## src/hdl/bus_pkg.sv

```systemverilog
package bus_pkg;

	// plain control port, one word per read or write strobe
	localparam int unsigned data_width = 32;

	typedef logic [data_width-1:0] word;

endpackage

```

## src/hdl/smp_pkg.sv

```systemverilog
package smp_pkg;

	localparam int unsigned MAX_CORES = 8;  // width of the core mask field

	// opcode sits in the top nibble of the write word
	localparam int unsigned op_lsb   = 28;
	localparam int unsigned op_width = 4;

	typedef enum logic [op_width-1:0] {
		NOP      = 4'h0,
		HALT     = 4'h1,  // raise halt request on masked cores
		RESUME   = 4'h2,  // drop halt request and bp flag
		STEP     = 4'h3,  // single step, halted cores only
		CLR_BP   = 4'h4,  // clear bp flag, halt untouched
		SET_MODE = 4'h5   // mask bit 0 -> halt all on breakpoint
	} smp_op;

	typedef struct packed {
		smp_op                op;
		logic [MAX_CORES-1:0] mask;   // write bits 7:0
		logic                 legal;  // op is one of the above
	} smp_cmd;

	// status word layout
	localparam int unsigned alive_lsb  = 0;
	localparam int unsigned halted_lsb = 8;
	localparam int unsigned bp_lsb     = 16;
	localparam int unsigned hreq_lsb   = 24;
	localparam int unsigned hreq_width = 6;   // only cores 0 to 5 fit
	localparam int unsigned mode_bit   = 30;
	localparam int unsigned err_bit    = 31;

endpackage

```

## src/hdl/smp_cmd_if.sv

```systemverilog
`timescale 1ns/1ps

interface smp_cmd_if (
	input logic clk
);
	import smp_pkg::*;

	logic   valid;  // one cycle per accepted write
	smp_cmd cmd;

	modport src (
		input  clk,
		output valid,
		output cmd
	);

	modport run (
		input clk,
		input valid,
		input cmd
	);

	modport stat (
		input clk,
		input valid,
		input cmd
	);

endinterface

```

## src/hdl/smp_cmd_decode.sv

```systemverilog
`timescale 1ns/1ps

module smp_cmd_decode #(
	parameter int NUM_CORES = 4
) (
	input  logic         clk,
	input  logic         arst_n,
	input  logic         avl_write,
	input  bus_pkg::word avl_writedata,
	smp_cmd_if.src       cmd
);
	import smp_pkg::*;

	// cores that actually exist
	localparam logic [MAX_CORES-1:0] core_sel = MAX_CORES'((1 << NUM_CORES) - 1);

	smp_op op;
	logic  legal;

	assign op = smp_op'(avl_writedata[op_lsb +: op_width]);

	always_comb begin
		case (op)
			NOP, HALT, RESUME, STEP, CLR_BP, SET_MODE: legal = 1'b1;
			default: legal = 1'b0;  // reserved codes
		endcase
	end

	always_ff @(posedge clk or negedge arst_n) begin
		if (!arst_n) begin
			cmd.valid <= 1'b0;
		end else begin
			cmd.valid <= avl_write;  // no back-pressure, every write taken
		end
	end

	// payload only loads on a write
	always_ff @(posedge clk) begin
		if (avl_write) begin
			cmd.cmd.op    <= op;
			cmd.cmd.mask  <= avl_writedata[MAX_CORES-1:0] & core_sel;
			cmd.cmd.legal <= legal;
		end
	end

	// back-to-back valid needs back-to-back writes
	a_valid_pulse: assert property (
		@(posedge clk) disable iff (!arst_n)
		cmd.valid && $past(cmd.valid) |-> $past(avl_write) && $past(avl_write, 2)
	) else $error("smp_cmd_decode: valid held without a write");

endmodule

```

## src/hdl/smp_ctrl.sv

```systemverilog
`timescale 1ns/1ps

module smp_ctrl #(
	parameter int NUM_CORES = 4  // 1 to 6
) (
	input  logic                 clk,
	input  logic                 arst_n,

	input  logic                 avl_read,
	input  logic                 avl_write,
	input  bus_pkg::word         avl_writedata,
	output bus_pkg::word         avl_readdata,

	output logic [NUM_CORES-1:0] step,
	output logic [NUM_CORES-1:0] halt,
	input  logic [NUM_CORES-1:0] breakpoint,
	input  logic [NUM_CORES-1:0] cpu_alive,
	input  logic [NUM_CORES-1:0] cpu_halted
);

	logic [NUM_CORES-1:0] bp_flag;
	logic                 mode;

	smp_cmd_if cmd_bus (
		.clk(clk)
	);

	smp_cmd_decode #(.NUM_CORES(NUM_CORES)) decode
	(
		.cmd(cmd_bus),
		.*
	);

	smp_run_ctrl #(.NUM_CORES(NUM_CORES)) execute
	(
		.cmd(cmd_bus),
		.*
	);

	smp_status #(.NUM_CORES(NUM_CORES)) result
	(
		.cmd(cmd_bus),
		.*
	);

endmodule

```

## src/hdl/smp_run_ctrl.sv

```systemverilog
`timescale 1ns/1ps

module smp_run_ctrl #(
	parameter int NUM_CORES = 4
) (
	input  logic                 clk,
	input  logic                 arst_n,
	smp_cmd_if.run               cmd,
	input  logic [NUM_CORES-1:0] breakpoint,
	input  logic [NUM_CORES-1:0] cpu_halted,
	output logic [NUM_CORES-1:0] halt,
	output logic [NUM_CORES-1:0] step,
	output logic [NUM_CORES-1:0] bp_flag,
	output logic                 mode
);
	import smp_pkg::*;

	logic [NUM_CORES-1:0] hreq_q, hreq_d;
	logic [NUM_CORES-1:0] bp_q, bp_d;
	logic [NUM_CORES-1:0] step_q, step_d;
	logic [NUM_CORES-1:0] cmd_mask;
	logic                 mode_q, mode_d;
	logic                 cmd_go;

	assign cmd_go   = cmd.valid && cmd.cmd.legal;
	assign cmd_mask = cmd.cmd.mask[NUM_CORES-1:0];

	always_comb begin
		hreq_d = hreq_q;
		bp_d   = bp_q;
		mode_d = mode_q;
		step_d = '0;

		if (cmd_go) begin
			case (cmd.cmd.op)
				HALT: hreq_d = hreq_q | cmd_mask;
				RESUME: begin
					hreq_d = hreq_q & ~cmd_mask;
					bp_d   = bp_q & ~cmd_mask;
				end
				// halted cores only, and never two pulses back to back
				STEP: step_d = cmd_mask & hreq_q & cpu_halted & ~step_q;
				CLR_BP: bp_d = bp_q & ~cmd_mask;
				SET_MODE: mode_d = cmd_mask[0];
				default: ;
			endcase
		end

		// applied last so a breakpoint beats a resume in the same cycle
		if (|breakpoint) begin
			bp_d   = bp_d | breakpoint;
			hreq_d = hreq_d | (mode_q ? {NUM_CORES{1'b1}} : breakpoint);
		end
	end

	always_ff @(posedge clk or negedge arst_n) begin
		if (!arst_n) begin
			hreq_q <= '0;
			bp_q   <= '0;
			step_q <= '0;
			mode_q <= 1'b0;
		end else begin
			hreq_q <= hreq_d;
			bp_q   <= bp_d;
			step_q <= step_d;
			mode_q <= mode_d;
		end
	end

	assign halt    = hreq_q;
	assign step    = step_q;
	assign bp_flag = bp_q;
	assign mode    = mode_q;

	// a core only steps while its halt request is held
	a_step_halted: assert property (
		@(posedge clk) disable iff (!arst_n)
		(step & ~halt) == '0
	) else $error("smp_run_ctrl: step without halt");

	a_step_single: assert property (
		@(posedge clk) disable iff (!arst_n)
		(step & $past(step)) == '0
	) else $error("smp_run_ctrl: step longer than one cycle");

endmodule

```

## src/hdl/smp_status.sv

```systemverilog
`timescale 1ns/1ps

module smp_status #(
	parameter int NUM_CORES = 4
) (
	input  logic                 clk,
	input  logic                 arst_n,
	input  logic                 avl_read,
	output bus_pkg::word         avl_readdata,
	smp_cmd_if.stat              cmd,
	input  logic [NUM_CORES-1:0] cpu_alive,
	input  logic [NUM_CORES-1:0] cpu_halted,
	input  logic [NUM_CORES-1:0] halt,
	input  logic [NUM_CORES-1:0] bp_flag,
	input  logic                 mode
);
	import bus_pkg::*;
	import smp_pkg::*;

	logic                  err_q;
	logic                  err_set;
	logic [hreq_width-1:0] hreq_field;
	word                   status_word;

	assign err_set = cmd.valid && !cmd.cmd.legal;

	// cores above NUM_CORES read as zero
	always_comb begin
		hreq_field                  = '0;
		hreq_field[NUM_CORES-1:0]   = halt;

		status_word                 = '0;
		status_word[alive_lsb +: NUM_CORES]  = cpu_alive;
		status_word[halted_lsb +: NUM_CORES] = cpu_halted;
		status_word[bp_lsb +: NUM_CORES]     = bp_flag;
		status_word[hreq_lsb +: hreq_width]  = hreq_field;
		status_word[mode_bit]       = mode;
		status_word[err_bit]        = err_q;
	end

	// sticky until read; an error landing on the read edge survives it
	always_ff @(posedge clk or negedge arst_n) begin
		if (!arst_n) begin
			err_q <= 1'b0;
		end else begin
			err_q <= (err_q && !avl_read) || err_set;
		end
	end

	always_ff @(posedge clk or negedge arst_n) begin
		if (!arst_n) begin
			avl_readdata <= '0;
		end else if (avl_read) begin
			avl_readdata <= status_word;  // snapshot before this edge
		end
	end

	a_rdata_hold: assert property (
		@(posedge clk) disable iff (!arst_n)
		!avl_read |=> $stable(avl_readdata)
	) else $error("smp_status: readdata changed without a read");

endmodule

```

## config.mk

```make
export PLATFORM = sky130hd
export DESIGN_NAME = smp_ctrl
export DESIGN_NICKNAME = d
export VERILOG_FILES = /design/src/hdl/bus_pkg.sv /design/src/hdl/smp_pkg.sv /design/src/hdl/smp_cmd_if.sv /design/src/hdl/smp_cmd_decode.sv /design/src/hdl/smp_ctrl.sv /design/src/hdl/smp_run_ctrl.sv /design/src/hdl/smp_status.sv
export SDC_FILE = /design/constraint.sdc
export NUM_CORES = 1
export LEC_CHECK = 0
export BUFFER_PORTS_ARGS = -buffer_cell sky130_fd_sc_hd__buf_2
export CAP_MARGIN = 0
export CORE_AREA = 10 10 82 84
export DETAILED_ROUTE_END_ITERATION = 10
export DIE_AREA = 0 0 92 94
export PLACE_DENSITY_LB_ADDON = 0.05
export SETUP_SLACK_MARGIN = 0.15
export SLEW_MARGIN = 5
export SYNTH_ARGS = -nofsm -noshare
export SYNTH_HDL_FRONTEND = slang
export SYNTH_SLANG_ARGS = --single-unit
```

## constraint.sdc

```tcl
create_clock -name clk -period 2.8 [get_ports clk]
set_clock_uncertainty 0.2 [all_clocks]
set_input_delay 0.84 -clock clk [delete_from_list [all_inputs] [get_ports clk]]
set_output_delay 0.84 -clock clk [all_outputs]
set_load 0.01 [all_outputs]
```

# == Yosys cells after proc, flatten, opt, wreduce, memory -nomap -nowiden ==
# Index checks and enable logic that the tools add are counted.
# op_classes
n_mul,0
n_addsub,0
n_reduce_logical,11
order_cmp,0
n_div,0
n_mux,10
n_bitwise,10
n_eq_ne,10
shifts,0
# ops
operator,count
$mux 4,8
$and 4x4->4,5
$eq 4x2->1 const B,4
$eq 4x3->1 const B,4
$or 4x4->4,3
$eq 4x1->1 const B,2
$not 4->4,2
$pmux 4 s2,1
$reduce_or 6->1,1
$logic_not 4->1,1
$reduce_or 4->1,1
$logic_and 1x1->1,3
$logic_not 1->1,2
$reduce_and 2->1,1
$reduce_or 2->1,1
$logic_or 1x1->1,1
$mux 1,1
# totals
in_bits,48
memories,0
output_inout_bits,40
mem_bits_ro,0
latch_bits,0
word_cells,51
ramBits,0
register_bits,42

# == Depth between registers and ports, before layout ==
# depth
ltp_word,6
mapped_depth,4

# == Hierarchy ==
# Synthesis repeated with hierarchy kept, for this count alone.
# hier_totals
hier_cells,137
area_unflattened_um2,1825.5
# by_module_without_submodules
module,cells_per_inst,instances,area_each_um2
smp_status,57,1,865.8
smp_run_ctrl,64,1,621.8
smp_cmd_decode,16,1,337.8

# == Worst setup path before layout ==
# No wires, ideal clock.
# synth_timing
kind,input to register
startpoint,input avl_read
endpoint,register result.avl_readdata[16]
arrival_time_ns,1.590
path_buffers,2
required_time_ns,2.475
setup_ns,0.125
setup_slack_ns,0.885
stages,3
path_cell_list,buf_2 > buf_2 > mux2_2
# synth_rtl
item,line,source
from (decl),smp_ctrl.sv:9,"input logic avl_read,"
to (signal assigned),smp_status.sv:54,avl_readdata <= status_word;
to (decl),smp_status.sv:9,"output bus_pkg::word avl_readdata,"
# No word-level cell between the ends.

# == Worst setup path after layout ==
# layout_timing
startpoint,"register execute.hreq_q[1], in the netlist execute.halt[1]"
endpoint,output halt[1]
# layout_rtl
item,line,source
from (decl),smp_run_ctrl.sv:18,"logic [NUM_CORES-1:0] hreq_q, hreq_d;"
from (signal assigned),smp_run_ctrl.sv:63,hreq_q <= hreq_d;
to (decl),smp_ctrl.sv:15,"output logic [NUM_CORES-1:0] halt,"
# No word-level cell between the ends.

==> metrics.cfg <==
[floorplanning]
die_area_um2=8650
initial_core_util_pct=34.1
die_height_um=94
ioPinCount=88
die_w_um=92
placementRows=26
core_um2=5070

[critical_path]
critPathTopFamily=flip-flops
cpPeakStageDelay_ns=0.42
slowest_stage=dfrtp_1
endpoint_kind=output pin
cp-start-kind=flop
critPathBufInv=1
required_ns=1.76
arrival_ns=0.87
path_class=flop to output pin
crit_chain=buf_2
worst-path-max-fanout=4

[finish]
antenna_cells=0
layout.area.seq_um2=1100
synthToLayoutAreaGrowth_pct=19.4
layout_common_cells=49 x buf_2, 33 x dfrtp_1, 19 x mux2_2
layout_commonest_cell=buf_2
multi_input_comb_area_um2=553
drive_above_1_share_pct=40.2
layout.nets=231
nFillCells=509

[clock_network]
clkSlewWorstSetupHoldPaths_ns=0.08
cts_sinks=42
clockBufferDepth=2
cts_resized=0
cts_tree=done
cts_max_level=2
ctsHoldBuffers=0
clk_latency_ns=0.28
cts_root_buffer=clkbuf_8
cts_made_buffers=5
post_cts_buffers=0

[power]
powerDensity_nw_per_um2=580
total_leakage_power_nw=0.852
ir_drop_mv=0.263

[global_route]
overflow=0
grt_pass1_wl_um=6600
antenna_found_initial=0
grt_max_degree=34
grt_use_total_pct=9.50
first_global_vias=1289

[sta]
final_hold_viol_count=0
fin_setup_tns_ns=0
fin_crit_sh_pct=68.0
fmax_mhz=525
finalWorstSetupSlack_ns=0.895
report.final.slew_viol_count=0
tightest_slew_ns=0.725
relSlewSlack_pct=51.7
setup_viol=0
timing.final.crit_period_ns=1.91
rsz0062_at_grt=no

[route]
dr_total_vias=1167
dr.first_iter.drc_count=51
drc=0
wl_per_cell_um=15.1
drt_wl_total_um=3830
via_per_inst=4.59
ant_nets=0
firstDrtPassIters=3

[logic_synthesis]
syn_area_um2=1730
ys_types=21
ys.warnings.count=0
synth.yosys.seq_area_share_pct=63.2
yosysTopAreaCell=dfrtp_1
synth_cells=132
synth_top_area_share_pct=47.7
synth_seq_cells=42
synth_area_leaders=dfrtp_1 48%, edfxtp_1 16%, mux2_2 12%
synth.avg_cell_area_um2=13.1

[flow_run]
cap_violations=0

[place]
port_buffers=49
dpl.hpwl_um=3030
preCtsSetupSlack_ns=0.845
gp_congestion=0.849

[outcome]
status=complete, no violations

[min_path]
hold_class=flop to flop

-- sequential cells by signal, indices dropped and copies added (netlist names) --
name                 cells
decode.cmd.valid         1
execute.mode             1
decode.cmd.cmd           9
execute.step             4
result.err_q             1
result.avl_readdata     18
execute.bp_flag          4
execute.halt             4
-- path summary, 6_finish.rpt --
check / start / endpoint / slack, ns / depth (start not counted)
hold reg to reg: execute.step[0]$_DFF_PN0_ / execute.step[0]$_DFF_PN0_ / 0.22 / 1
setup / recovery: execute.halt[1]$_DFF_PN0_ / halt[1] / 0.89 / 1
hold / removal: execute.step[0]$_DFF_PN0_ / execute.step[0]$_DFF_PN0_ / 0.22 / 1
setup reg to reg: decode.cmd.cmd[11]$_DFFE_PP_ / execute.halt[0]$_DFF_PN0_ / 1.06 / 3
max in group asynchronous: arst_n / execute.bp_flag[3]$_DFF_PN0_ / 1.53 / 1
min in group asynchronous: arst_n / result.avl_readdata[3]$_DFFE_PN0P_ / 0.41 / 1
-- cells in the mapped netlist --
cell,instances
mux2_2,19
nor4bb_1,1
inv_1,2
o22ai_1,1
nand2_1,4
conb_1,1
dfrtp_1,33
edfxtp_1,9
or4b_4,1
nor4b_1,1
nor4_1,4
nor3_1,1
nand3_1,10
buf_4,14
o21ai_0,4
xnor2_1,1
buf_2,4
o31ai_1,4
a41oi_1,4
a21oi_1,5
nor2_1,9
-- metrics by stage --
step / hold slack, ns / cell area, um2 / instances / power (mW) / util [%]
final: 0.225 / 2070 / 254 / 1.20 / 40.8
after global routing: 0.252 / 2070 / 254 / 1.28 / 40.8
after CTS: 0.229 / 2070 / 254 / 1.22 / 40.8
after detailed placement: 0.219 / 1990 / 246 / 0.850 / 39.2
after global placement: 0.218 / 1990 / 246 / 0.847 / 39.2
after floorplan: 0.276 / 1780 / 145 / 0.793 / -
-- metal layers --
layer | routed length, um | share of wire [%] | up-vias | global-route usage (%)
li1 | - | - | 557 | -
met1 | 1710 | 45 | 552 | 10.9
met2 | 1620 | 42 | 52 | 14.1
met3 | 428 | 11 | 6 | 5.60
met4 | 64 | 1.7 | 0 | 3.98
met5 | 0 | 0 | - | 0
-- area by class of cell --
class                           instances  area share (%)
Sequential cell                        42            53.0
Multi-Input combinational cell         83            26.7
Timing Repair Buffer                   49            11.9
Tap cell                               70            4.23
Clock buffer                            8            3.87
Inverter                                2           0.363
-- report_power, final --
part	internal (mW)	total (mW)	switching, mW
Combinational	0.0623	0.138	0.0754
Clock	0.177	0.365	0.188
Sequential	0.666	0.698	0.0319
Total	0.905	1.20	0.295
-- cells by family after synthesis --
family / count (synthesis) / synth area share (%)
xor gates and xnor gates: 1 / 0.506
buffers and inverters: 20 / 7.65
other: 1 / 0.216
DFF: 42 / 63.2
and+or+nand+nor: 31 / 9.31
AOI/OAI and AO/OA: 18 / 6.71
muxes: 19 / 12.3
Note: power is estimated with default switching activity, not from simulation.
